### config.mk
export PLATFORM = sky130hd
export DESIGN_NAME = window_sum
export DESIGN_NICKNAME = d
export VERILOG_FILES = /design/src/rtl/win_pkg.sv /design/src/rtl/window_sum.sv
export SDC_FILE = /design/constraint.sdc
export NUM_CORES = 2
export LEC_CHECK = 0
export BUFFER_PORTS_ARGS = -buffer_cell sky130_fd_sc_hd__buf_4
export CORE_AREA = 2 2 527 529
export DETAILED_ROUTE_END_ITERATION = 7
export DIE_AREA = 0 0 529 531
export GPL_ROUTABILITY_DRIVEN = 0
export PLACE_DENSITY = 0.43
export SYNTH_ARGS = -nofsm -noshare
export SYNTH_HDL_FRONTEND = slang
export SYNTH_SLANG_ARGS = --single-unit
### constraint.sdc
create_clock -name clk -period 5.91 [get_ports clk]
set_clock_uncertainty 0.1 [all_clocks]
set_input_delay 0.591 -clock clk [delete_from_list [all_inputs] [get_ports clk]]
set_output_delay 0.591 -clock clk [all_outputs]
set_load 0.02 [all_outputs]
### src/rtl/win_pkg.sv
package win_pkg;

  // window geometry
  localparam int unsigned win_size = 13;   // pixels per window side

  // pixel and image size
  localparam int unsigned pix_w = 8;       // greyscale pixel width
  localparam int unsigned img_w = 9;       // image side runs from 13 to 511

  // position counters are one bit wider than the image side
  localparam int unsigned cnt_w = 10;

  // adder widths
  localparam int unsigned row_sum_w = 12;  // 13 pixels of 255 fit in 12 bits
  localparam int unsigned sum_w = 16;      // 169 pixels of 255 fit in 16 bits

endpackage

### src/rtl/window_sum.sv
`timescale 1ns/1ps

module window_sum (
  input  logic                                                         clk,
  input  logic                                                         rst_n,
  input  logic [win_pkg::win_size*win_pkg::win_size*win_pkg::pix_w-1:0] window_i,
  input  logic                                                         win_valid_i,
  output logic [win_pkg::sum_w-1:0]                                    sum_o,
  output logic                                                         sum_valid_o
);

  logic [win_pkg::row_sum_w-1:0] col_sum   [win_pkg::win_size];
  logic [win_pkg::row_sum_w-1:0] col_sum_q [win_pkg::win_size];
  logic [win_pkg::sum_w-1:0]     total;
  logic                          valid_q;

  always_comb begin
    for (int j = 0; j < win_pkg::win_size; j++) begin
      col_sum[j] = '0;
      for (int i = 0; i < win_pkg::win_size; i++) begin
        col_sum[j] = col_sum[j] + {{(win_pkg::row_sum_w - win_pkg::pix_w){1'b0}},
            window_i[(j*win_pkg::win_size + i)*win_pkg::pix_w +: win_pkg::pix_w]};
      end
    end
  end

  always_comb begin
    total = '0;
    for (int j = 0; j < win_pkg::win_size; j++) begin
      total = total + {{(win_pkg::sum_w - win_pkg::row_sum_w){1'b0}}, col_sum_q[j]};
    end
  end

  // each stage carries its own valid so windows may follow back to back
  always_ff @(posedge clk) begin
    if (!rst_n) begin
      valid_q     <= 1'b0;
      sum_valid_o <= 1'b0;
    end else begin
      valid_q     <= win_valid_i;
      sum_valid_o <= valid_q;
    end
  end

  always_ff @(posedge clk) begin
    if (win_valid_i) begin
      col_sum_q <= col_sum;
    end
    if (valid_q) begin
      sum_o <= total;
    end
  end

endmodule

==> results.ini <==
[timing]
setup_viol=0
min_period_over_period_pct=89.6
relSlewSlack_pct=36.1
finalSetupTns_ns=0
tightest_slew_ns=0.959
slew_viol_final=0
timing.final.crit_period_ns=5.30
fmax_mhz=189
hold_viol=0
finalWorstSetupSlack_ns=0.612
rsz0062_at_grt=no

[worst_hold_path]
hold_class=in2reg
hold_start=rst_n

[global_route]
grt_pass1_wl_um=264000
grtUsageTotal_pct=13.8
grt_pass1_vias=34923
antenna_found_initial=71
grt_start_max_net_pins=122
overflow=0

[clocking]
clk_path_buf_depth=2
cts_setup_buffers=0
path_clk_slew_ns=0.10
htreeDepth=4
cts_tree=yes
ctsHoldBuffers=0
cts_sinks=174
cts_resized=0
clk_latency_ns=0.55
cts_buffers=17
cts-root-buf=clkbuf_16

[die]
die-area_um2=281000
die_w_um=529
ios=1372
rows=193
core_area_um2=275000
die_h_um=531
initial_core_util_pct=15.2

[synthesis]
synthMostInstantiatedCell=inv_1
yosysWarnings=0
netlist_area_um2=41900
synth_seq_cells=174
ys_types=35
synth_area_leaders=fa_1 59%, inv_1 15%, edfxtp_1 12%, ha_1 7.2%, xnor2_1 1.3%
synthTopCellsByCount=1689 x inv_1, 1234 x fa_1, 242 x ha_1
syn-instance-count=3754
synth_top_area_cell=fa_1
synth_edf_count=172
yosys.area.top_type_share_pct=58.9
syn_nets=6585
ys_seq_area_share_pct=12.4
synth-main-ff-cell=edfxtp_1
async_reset_ff_share_pct=0
syn_avg_cell_area_um2=11.2

[route]
drt-total-wl_um=193000
firstDrtPassIters=4
drc=0
via_per_inst=3.31
vias=29174
first_iter_violations=831
antenna_left=0
wl_per_cell_um=21.9

[setup_path]
required_ns=6.10
r2r-start=col_sum_q[74]$_DFFE_PP_
reg2reg_depth=15
critPathLaunchType=register
worst-setup-path-type=reg2reg
r2r_end=sum_o[12]$_DFFE_PP_
cp_cell_sequence=fa_1 -> inv_1 -> fa_1 -> inv_1 -> fa_1 -> fa_1 -> inv_1 -> fa_1 -> inv_1 -> ha_1 -> fa_1 -> a211oi_1 -> o211ai_1 -> a41oi_1 -> xnor2_1
worst_ep_arrival_time_ns=5.49
slowest_stage=fa_1
cp-end-kind=register
critical_path.startpoint=col_sum_q[74]$_DFFE_PP_
slowest_delay_ns=0.64
critPathMaxFanout=3
rrSetupSlack_ns=0.61
cpMostUsedCell=fa_1
endpoint=sum_o[12]$_DFFE_PP_

[placed_design]
post_dp_cell_area_um2=56800
dp_hpwl_um=186000
port_buffers=1371
post-place-ws_ns=0.332

[job]
maxCapViolCount=0

[final_layout]
final_nets=7987
syn_to_final_growth_pct=37.3
final.fill_count=30303
finalInstanceArea_um2=57600
drive_gt1_share_pct=27.5

[run_status]
status=finished, final reports clean

layer usage:
layer  track usage (%)  up-vias  routed length [um]
met5                 0        -                 190
met4              4.37       30                5390
met3              3.06      144               11500
met2              24.0     1009               96800
met1              16.9    14823               79200
li1                  -    13168                   -
cell type report:
type                    instances  area [um^2]  share of cell area [%]
clock buffers                  17          425                   0.739
flip-flops and latches        174         5200                    9.04
multi-input cells            1891        30400                    52.8
clock inverters                15          206                   0.359
inverters                    1689         6340                    11.0
well taps                    3607         4510                    7.84
repair buffers               1383        10400                    18.1
diodes                         42          105                   0.183
layout by cell type, fill, tap and decap left out, types with 17 or more instances in the layout:
cell and n:
nor2_1 37, edfxtp_1 172, o21ai_0 46, o21a_1 28, xnor2_1 62, clkbuf_16 17
o21bai_1 25, buf_4 1381, inv_1 1689, nand2_1 20, fa_1 1234, ha_1 242
diode_2 42, a21oi_1 88, xor2_1 40, a21o_1 20
logic make-up after synthesis:
kind of cell	Yosys count	share of synthesized area [%]
buf+inv	1689	15.1
fa+ha+maj	1476	66.1
compound gates	227	3.31
flops	174	12.4
xor+xnor	102	2.13
simple gates	86	0.901
worst min-delay path by stage:
stage                                    end  slack, ns  cells past startpoint
after floorplan           sum_o[0]$_DFFE_PP_       0.54                      2
after global placement    sum_o[0]$_DFFE_PP_       0.62                      2
after detailed placement  sum_o[0]$_DFFE_PP_       0.59                      2
after CTS                 valid_q$_SDFF_PN0_       0.06                      2
after global routing      valid_q$_SDFF_PN0_       0.08                      2
final                     valid_q$_SDFF_PN0_       0.15                      2
through the flow:
stage,utilization (%),cells,hold slack (ns)
after global placement,20.7,8744,0.617
after CTS,20.9,8776,0.0563
after global routing,20.9,8810,0.0805
after detailed placement,20.7,8744,0.588
after floorplan,-,3754,0.536
final,20.9,8818,0.147
registers in the layout (all words and copies together) (netlist names):
signal       cells
col_sum_q      156
sum_o           16
sum_valid_o      1
valid_q          1
worst max-delay path: cells and delay by family, from the launching register on:
kind | cells | cell delay [ns]
adder cells (fa/ha/maj) | 7 | 3.30
flip-flops | 1 | 0.40
AO/OA/AOI/OAI | 3 | 0.92
XOR/XNOR | 1 | 0.09
buffers and inverters | 4 | 0.23
Power is left out: the tool's default activity adds up to more than one toggle a clock period on the data nets, which glitch-free logic cannot reach.
