$ cat config.mk
export PLATFORM = sky130hd
export DESIGN_NAME = window_ctrl
export DESIGN_NICKNAME = d
export VERILOG_FILES = /design/src/rtl/win_pkg.sv /design/src/rtl/window_ctrl.sv
export SDC_FILE = /design/constraint.sdc
export NUM_CORES = 1
export LEC_CHECK = 0
export ABC_CLOCK_PERIOD_IN_PS = 2200
export BUFFER_PORTS_ARGS = -buffer_cell sky130_fd_sc_hd__buf_2
export CAP_MARGIN = 40
export CORE_AREA = 2 2 39 41
export CTS_BUF_LIST = sky130_fd_sc_hd__clkbuf_2 sky130_fd_sc_hd__clkbuf_4 sky130_fd_sc_hd__clkbuf_8
export CTS_CLUSTER_DIAMETER = 30
export DETAILED_ROUTE_END_ITERATION = 16
export DIE_AREA = 0 0 41 43
export PLACE_DENSITY_LB_ADDON = 0.25
export SETUP_SLACK_MARGIN = 0.5
export SYNTH_ARGS = -nofsm -noshare
export SYNTH_HDL_FRONTEND = slang
export SYNTH_SLANG_ARGS = --single-unit
$ cat constraint.sdc
create_clock -name clk -period 2.2 [get_ports clk]
set_clock_uncertainty 0.15 [all_clocks]
set_input_delay 0.22 -clock clk [delete_from_list [all_inputs] [get_ports clk]]
set_output_delay 0.22 -clock clk [all_outputs]
set_load 0.02 [all_outputs]
$ cat src/rtl/win_pkg.sv
package win_pkg;

  // window geometry
  localparam int unsigned win_size = 13;   // pixels per window side

  // pixel and image size
  localparam int unsigned pix_w = 8;       // greyscale pixel width
  localparam int unsigned img_w = 9;       // image side runs from 13 to 511

  // position counters are one bit wider than the image side
  localparam int unsigned cnt_w = 10;

  // adder widths
  localparam int unsigned row_sum_w = 12;  // 13 pixels of 255 fit in 12 bits
  localparam int unsigned sum_w = 16;      // 169 pixels of 255 fit in 16 bits

endpackage

$ cat src/rtl/window_ctrl.sv
`timescale 1ns/1ps

module window_ctrl (
  input  logic clk,
  input  logic rst_n,
  input  logic frame_start_i,
  input  logic col_valid_i,
  input  logic col_ge_thr_i,
  input  logic col_eq_max_i,
  input  logic row_eq_max_i,
  output logic count_en_o,
  output logic reset_en_o,
  output logic win_valid_o,
  output logic frame_done_o
);

  logic                                  fill_q;  // rows 0 to 11 are loading the line memories
  logic                                  run_q;   // rows from 12 on produce windows
  logic [$clog2(win_pkg::win_size)-1:0]  fill_row_q;
  logic                                  row_end;
  logic                                  fill_end;
  logic                                  frame_end;

  assign count_en_o = col_valid_i & (fill_q | run_q);
  assign row_end    = count_en_o & col_eq_max_i;
  assign fill_end   = row_end & fill_q & (fill_row_q == (win_pkg::win_size - 2));
  assign frame_end  = row_end & run_q & row_eq_max_i;

  always_ff @(posedge clk) begin
    if (!rst_n) begin
      reset_en_o <= 1'b0;
    end else begin
      reset_en_o <= frame_start_i;
    end
  end

  always_ff @(posedge clk) begin
    if (!rst_n) begin
      fill_q     <= 1'b0;
      run_q      <= 1'b0;
      fill_row_q <= '0;
    end else if (reset_en_o) begin
      fill_q     <= 1'b1;
      run_q      <= 1'b0;
      fill_row_q <= '0;
    end else begin
      if (fill_end) begin
        fill_q <= 1'b0;
        run_q  <= 1'b1;
      end else if (frame_end) begin
        run_q <= 1'b0;
      end
      if (row_end && fill_q) begin
        fill_row_q <= fill_row_q + 1'b1;
      end
    end
  end

  // the last window is the only one flagged after the FSM has gone idle
  always_ff @(posedge clk) begin
    if (!rst_n) begin
      win_valid_o  <= 1'b0;
      frame_done_o <= 1'b0;
    end else begin
      win_valid_o  <= run_q & col_valid_i & col_ge_thr_i;
      frame_done_o <= win_valid_o & ~fill_q & ~run_q;
    end
  end

endmodule

==> results.sh <==
export IMPL_drt_initial_drc_count=5
export IMPL_diodes=0
export IMPL_final_util_pct=31.8
export IMPL_start_kind="flop"
export IMPL_nFillCells=142
export IMPL_met3_usage_pct=9.42
export IMPL_vias=289
export IMPL_grt_max_degree=7
export IMPL_final_cells=64
export IMPL_period_minus_slack_ps=1470
export IMPL_cts_root_buffer="clkbuf_4"
export IMPL_antenna_left=0
export IMPL_synth_area_sq_um=340
export IMPL_design_core_area_sq_um=1380
export IMPL_drive_gt1_share_pct=31.3
export IMPL_hold_viol_final=0
export IMPL_use_met1_pct=9.12
export IMPL_fin_ws_ps=728
export IMPL_slew_headroom_pct=87.5
export IMPL_syn_instance_count=34
export IMPL_met2_usage_pct=11.3
export IMPL_clock_sinks=9
export IMPL_fin_crit_sh_pct=66.9
export IMPL_yosysTopAreaCell="dfxtp_1"
export IMPL_crit_type="reg2reg"
export IMPL_placement_rows=14
export IMPL_portBuffers=10
export IMPL_min_path_type="in2reg"
export IMPL_total_power_mw=0.330
export IMPL_htreeDepth=1
export IMPL_synthesis_nets=42
export IMPL_setup_viol=0
export IMPL_clock_path_buffers=2
export IMPL_drt_pass1_iterations=4
export IMPL_critPathCaptureType="flop"
export IMPL_syn_to_final_growth_pct=29.4
export IMPL_rsz0062_at_grt="false"
export IMPL_path_max_fanout=3
export IMPL_postCtsResizedCells=0
export IMPL_fin_nets=57
export IMPL_grt_pass1_vias=262
export IMPL_power_leakage_nw=0.195
export IMPL_wl_microns=603
export IMPL_avgSynthCellArea_sq_um=10.0
export IMPL_grt_overflow_total=0
export IMPL_clkLatencyLatePin_ps=260
export IMPL_required_ps=2210
export IMPL_ir_worst_vdd_mv=0.354
export IMPL_holdWs_ps=17.6
export IMPL_yosysSeqAreaShare_pct=52.9
export IMPL_viasPerCell=4.52
export IMPL_tightest_slew_ps=187
export IMPL_max_freq_ghz=0.679
export IMPL_holdBufCountCts=0
export IMPL_gr_usage_all_layers_pct=9.17
export IMPL_die_w_microns=41
export IMPL_placed_area_sq_um=410
export IMPL_cellPowerDensity_nw_per_um2=749
export IMPL_slew_viol_final=0
export IMPL_ys_warn_count=0
export IMPL_drv_cap=0
export IMPL_fin_setup_tns_ps=0
export IMPL_synth_top_area_share_pct=52.9
export IMPL_clk_pin_slew_worst_paths_ps=60
export IMPL_drc=0
export IMPL_pre_cts_slack_ps=728
export IMPL_yosysUniqueCellTypes=18
export IMPL_antenna_found_initial=0
export IMPL_ioPinCount=11
export IMPL_grt_pass1_wl_microns=966
export IMPL_die_y_microns=43
export IMPL_cts_tree="built"
export IMPL_numCtsBuffers=3
export IMPL_routabilityCongestion=0.642
export IMPL_cts_setup_buffers=0
export IMPL_initial_utilization_pct=24.6
export IMPL_stdcell_area_sq_um=440
export IMPL_grt_busiest_layer="met2"
export IMPL_wl_per_cell_microns=9.42
export IMPL_ys_ff_latch=9
export IMPL_synth_area_leaders="dfxtp_1, xor2_1, nand3_1"
export IMPL_die_area_sq_um=1760
export IMPL_status="completed"
export IMPL_crit_arrival_ps=1480
export IMPL_dp_cells=60
cells in the mapped netlist:
master and count:
xor2_1 2, or3_1 1, and4_2 1, o21a_1 1
nand4_1 1, ha_1 1, nand3_1 3, nand2b_1 1
o21ai_0 1, nor3_1 1, a22o_1 1, and2_1 2
or3b_1 1, a21oi_1 2, mux2i_1 1, nand2_1 2
nor2_1 3, dfxtp_1 9
layer usage:
metal  routed length [microns]  up-vias
met5                         0        -
met4                         0        0
met3                        55        0
met2                       270       11
met1                       278      128
li1                          -      150
sequential cells by signal, indices dropped and copies added, names as in the netlist:
name,count
run_q,1
win_valid_o,1
fill_row_q,4
fill_q,1
reset_en_o,1
frame_done_o,1
critical path, stage by stage (launching register included):
cell,delay [ps]
dfxtp_1,370
ha_1,160
nand4_1,110
or3b_1,390
a22o_1,180
cell families after synthesis:
kind of cell	count (synthesis)	share of synthesized area [%]
AOI/OAI and AO/OA	5	9.19
xor gates and xnor gates	2	5.15
adders and majority gates	1	3.68
and+or+nand+nor	16	26.1
muxes	1	2.94
DFF	9	52.9
power by group:
group / internal [mW] / switching, mW
clock: 0.0823 / 0.0588
sequential: 0.166 / 0.00316
combinational: 0.00934 / 0.0106
path summary, 6_finish.rpt:
path,startpoint,endpoint,slack [ps],cells after the start
worst max-delay path,fill_row_q[0],fill_q,730,4
worst min register to register,win_valid_o,frame_done_o,290,2
worst min-delay path,frame_start_i,reset_en_o,20,2
worst max register to register,fill_row_q[0],fill_q,730,4
layout make-up:
class,count,area (sq um),area share (%)
sequential,9,180,40.9
multi-input combinational,25,160,36.4
timing repair buffer,10,50.0,11.4
clock buffer,4,30.0,6.82
tap,16,20.0,4.55
cells in the final DEF (no fill, tap or decap), types with 2 or more instances in the layout:
master	synthesis	layout
dfxtp_1	9	9
nand3_1	3	3
nor2_1	3	3
a21oi_1	2	2
nand2_1	2	2
buf_2	0	10
xor2_1	2	2
and2_1	2	2
clkbuf_4	0	4
(Power assumes the default switching activity.)
