### config.mk
export PLATFORM = sky130hd
export DESIGN_NAME = window_datapath
export DESIGN_NICKNAME = d
export VERILOG_FILES = /design/src/rtl/win_pkg.sv /design/src/rtl/window_datapath.sv
export SDC_FILE = /design/constraint.sdc
export NUM_CORES = 1
export LEC_CHECK = 0
export BUFFER_PORTS_ARGS = -buffer_cell sky130_fd_sc_hd__clkbuf_2
export CELL_PAD_IN_SITES_DETAIL_PLACEMENT = 0
export CELL_PAD_IN_SITES_GLOBAL_PLACEMENT = 1
export CORE_AREA = 2 2 571 573
export CTS_CLUSTER_SIZE = 30
export DETAILED_ROUTE_END_ITERATION = 6
export DIE_AREA = 0 0 573 575
export GPL_TIMING_DRIVEN = 0
export PLACE_DENSITY_LB_ADDON = 0.1
export SKIP_CTS_REPAIR_TIMING = 1
export SYNTH_ARGS = -nofsm -noshare
export SYNTH_HDL_FRONTEND = slang
export SYNTH_SLANG_ARGS = --single-unit
### constraint.sdc
create_clock -name clk -period 2.1 [get_ports clk]
set_input_delay 0.315 -clock clk [delete_from_list [all_inputs] [get_ports clk]]
set_output_delay 0.315 -clock clk [all_outputs]
set_load 0.005 [all_outputs]
### src/rtl/win_pkg.sv
package win_pkg;

  // window geometry
  localparam int unsigned win_size = 13;   // pixels per window side

  // pixel and image size
  localparam int unsigned pix_w = 8;       // greyscale pixel width
  localparam int unsigned img_w = 9;       // image side runs from 13 to 511

  // position counters are one bit wider than the image side
  localparam int unsigned cnt_w = 10;

  // adder widths
  localparam int unsigned row_sum_w = 12;  // 13 pixels of 255 fit in 12 bits
  localparam int unsigned sum_w = 16;      // 169 pixels of 255 fit in 16 bits

endpackage

### src/rtl/window_datapath.sv
`timescale 1ns/1ps

module window_datapath (
  input  logic                                                         clk,
  input  logic                                                         rst_n,
  input  logic [win_pkg::win_size*win_pkg::pix_w-1:0]                  col_i,
  input  logic                                                         data_valid_i,
  input  logic                                                         count_en_i,
  input  logic                                                         reset_en_i,
  input  logic [win_pkg::img_w-1:0]                                    img_size_i,
  output logic [win_pkg::win_size*win_pkg::win_size*win_pkg::pix_w-1:0] window_o,
  output logic                                                         col_ge_thr_o,
  output logic                                                         col_eq_max_o,
  output logic                                                         row_eq_max_o
);

  logic [win_pkg::win_size*win_pkg::pix_w-1:0]                        col_q;
  logic [(win_pkg::win_size-1)*win_pkg::win_size*win_pkg::pix_w-1:0]  hist_q;
  logic [win_pkg::cnt_w-1:0]                                          col_cnt_q;
  logic [win_pkg::cnt_w-1:0]                                          row_cnt_q;
  logic [win_pkg::cnt_w-1:0]                                          col_nxt;
  logic [win_pkg::cnt_w-1:0]                                          row_nxt;
  logic [win_pkg::cnt_w-1:0]                                          side_ext;

  // the latched column is the newest window column, older ones shift towards column 0
  always_ff @(posedge clk) begin
    if (data_valid_i) begin
      col_q  <= col_i;
      hist_q <= {col_q,
                 hist_q[(win_pkg::win_size-1)*win_pkg::win_size*win_pkg::pix_w-1:
                        win_pkg::win_size*win_pkg::pix_w]};
    end
  end

  assign window_o = {col_q, hist_q};

  assign side_ext = {{(win_pkg::cnt_w - win_pkg::img_w){1'b0}}, img_size_i};
  assign col_nxt  = col_cnt_q + 1'b1;
  assign row_nxt  = row_cnt_q + 1'b1;

  assign col_eq_max_o = (col_nxt == side_ext);  // current column is img_size_i - 1
  assign row_eq_max_o = (row_nxt == side_ext);
  assign col_ge_thr_o = (col_cnt_q >= (win_pkg::win_size - 1));

  always_ff @(posedge clk) begin
    if (!rst_n) begin
      col_cnt_q <= '0;
    end else if (reset_en_i) begin
      col_cnt_q <= '0;
    end else if (count_en_i) begin
      if (col_eq_max_o) begin
        col_cnt_q <= '0;
      end else begin
        col_cnt_q <= col_nxt;
      end
    end
  end

  always_ff @(posedge clk) begin
    if (!rst_n) begin
      row_cnt_q <= '0;
    end else if (reset_en_i) begin
      row_cnt_q <= '0;
    end else if (count_en_i && col_eq_max_o) begin
      if (row_eq_max_o) begin
        row_cnt_q <= '0;  // frame complete, wait for the next clear
      end else begin
        row_cnt_q <= row_nxt;
      end
    end
  end

endmodule

==> impl_results.md <==
* Multi-input gate area at 1400 sq um
* Ys async rst share at 0
* Worst VDD drop at between 0.0006 and 0.0007 V
* Ys flop type: edfxtp_1
* Die Area at 329000 sq um
* Largest family of logic cells by synthesized area: simple AND/OR/NAND/NOR gates
* Synthesized Nets at between 1500 and 2000
* Via count at around 23000
* Worst slew pin tran at about 0.73 ns
* Fin area at 62600 sq um
* Root Buffer: clkbuf_16
* Post-synthesis sequential area ratio at 0.970
* Cell Pwr Density at 1050 nW/um^2
* DIE HEIGHT at roughly 580 um
* Total track usage at 0.0994
* Slowest stage delay, CP at approximately 0.56 ns
* Crit Path Category: reg2out
* Congestion Overflow GR at 0
* Slew headroom at 0.515
* Remaining antenna violation count at 0
* Post-Synth Simple-Gate Area at 0.0134
* Layout area overhead at 48.1%
* Buffers on Ports at roughly 1500
* CTS tree: done
* Hold/Removal Path Class: in2reg
* Mean Syn Cell Area at approximately 27 sq um
* Min Tclk post-route at 3.07 ns
* Row count at approximately 210
* Crit path capture type: output port
* Crit path DAT at roughly 2.8 ns
* Final WL at 175000 um
* Fillers at about 35000
* R2r setup slk at -0.41 ns
* Crit-path slowest cell: or4_4
* Storage cell area at approximately 40000 sq um
* Starting density of the core at 0.131
* Placer congestion estimate at between 0.7 and 0.8
* Synth area leader: edfxtp_1
* Leakage at approximately 23 nW
* Post-synth EDFFs at about 1400
* Post-synth top area share at 0.960
* Mux share of post-synthesis cell area at 0.000237
* Largest net degree at the start of global routing at ~110
* Adder-Cell Fraction of Synth Area at 0.000888
* Initial DRC count at between 1000 and 1500
* Area contributors post-synth: edfxtp_1, dfxtp_1, xnor2_1, nand3_1, xor2_1
* Failing checks: setup timing
* Clock transition at the registers of the reported paths at around 0.06 ns
* Synth warn at 0
* Synth unique cells at 46
* Post-DP HPWL at approximately 130000 um
* Hold Worst Slack at about 0.044 ns
* Final worst slack at -0.966 ns
* CTS max path bufs at 4
* Max cap viols at 0
* Initial antenna violation count at 11
* Fmax achieved at 326 MHz
* Num ports at 1473
* Tot Pwr at 65.6 mW
* Most frequent cells in the layout: clkbuf_2, edfxtp_1, clkbuf_16
* H-tree depth at 4
* Status: complete, but fails checks
* Share of cells above drive strength 1 at 0.511
* Critical path fanouts, max at 5
* Commonest non-fill, non-tap cell in the layout: clkbuf_2
* Net count, final at approximately 3500
* Area post-placement at between 50000 and 60000 sq um
* Die width at around 570 um
* Final period utilization at 1.46
* Via-to-Cell Ratio at around 2.9
* First-pass GRT wire length at around 220000 um
* Core Region at 323000 sq um
* Post-Synthesis Cells at 1572
* Clock Latency Late Sink at around 0.83 ns
* Compound-Gate Fraction of Synth Area at 0.00802
* Routed len/inst at 22.4 um
* Crit path launch type: flip-flop
* Post-route setup TNS at -6.71 ns
* RSZ-0062 raised after global routing: yes
* # clock sinks at approximately 1400
* Total CTS buffers at between 150 and 200
* DRC viols at 0
* DR pass1 iterations at 4
* CP cell instances: ha_4, nand3_4, xnor2_2, or4_4, a2111oi_4, nand2_2, inv_4, buf_6
* Synthesized flop and latch total at 1372
* Final Setup Violations at 21
* Final Hold Viols at 0
* Clock Skews at 0.0364 ns
* Synth Area in XOR/XNOR at 0.00518
* Vias in the first global route at about 22000
* Worst Path Required at around 1.8 ns
* Synth Cell Area at around 42000 sq um
* Final number of max-transition violations at 0
-- routing by layer --
metal	up-vias	track usage	routed length [um]
li1	10015	-	-
met1	11553	0.106	64400
met2	955	0.174	89000
met3	236	0.0423	15800
met4	4	0.0357	5700
met5	-	0	27
-- path summary, 6_finish.rpt --
path / from / to / cells past startpoint
worst max-delay path: col_cnt_q[1] / col_eq_max_o / 8
worst min-delay path: reset_en_i / col_cnt_q[7] / 5
worst max register to register: col_cnt_q[1] / row_cnt_q[2] / 10
worst min register to register: hist_q[121] / hist_q[17] / 0
-- layout make-up --
cell class / instances / share of cell area
flip-flops and latches: 1372 / 0.655
repair buffers: 1625 / 0.148
well taps: 4325 / 0.0864
clock buffers: 223 / 0.0762
multi-input cells: 175 / 0.0223
clock inverters: 78 / 0.00989
plain buffers: 13 / 0.00128
inverters: 12 / 0.000759
diodes: 4 / 0.000160
-- state kept, by name, summed over array words and instances (netlist names) --
| signal | cells |
|---|---|
| hist_q | 1248 |
| col_q | 104 |
| row_cnt_q | 10 |
| col_cnt_q | 10 |
-- critical path, delay by kind of cell (launching register included) --
family | cells | cell delay [ns]
AOI/OAI and AO/OA | 1 | 0.27
xor gates and xnor gates | 1 | 0.14
adders and majority gates | 1 | 0.19
buffers and inverters | 2 | 0.18
DFF | 1 | 0.39
and+or+nand+nor | 3 | 0.80
-- power by group --
group / leakage [nW] / switching, mW / internal (mW)
sequential: 13.4 / 0.890 / 32.0
combinational: 7.41 / 2.28 / 1.30
clock: 2.61 / 12.4 / 16.8
total: 23.4 / 15.6 / 50.0
-- cells by family after synthesis --
logic type	after synthesis
DFF	1372
xor gates and xnor gates	25
buffers and inverters	26
and+or+nand+nor	95
muxes	1
adders and majority gates	3
AOI/OAI and AO/OA	50
-- per-stage QoR --
stage | util | instances | setup slack [ns]
6_report | 0.194 | 7827 | -0.966
3_3_place_gp | 0.171 | 7369 | -27.32
3_5_place_dp | 0.172 | 7383 | -1.59
2_1_floorplan | - | 1572 | -0.155
5_1_grt | 0.194 | 7826 | -1.14
4_1_cts | 0.188 | 7684 | -1.51
-- synth_stat cells, drive strengths merged, types with 4 or more instances --
cell and n:
buf 9, xor2 9, clkbuf 5, nor4 4, and3 7, nand2b 9, inv 12, a22oi 6
dfxtp 20, xnor2 16, o22ai 6, nor2 10, o21ai 14, a21oi 7, nor2b 4, nand2 13
edfxtp 1352, a31oi 5, nand3 25
Power figures use the tool's default switching activity.
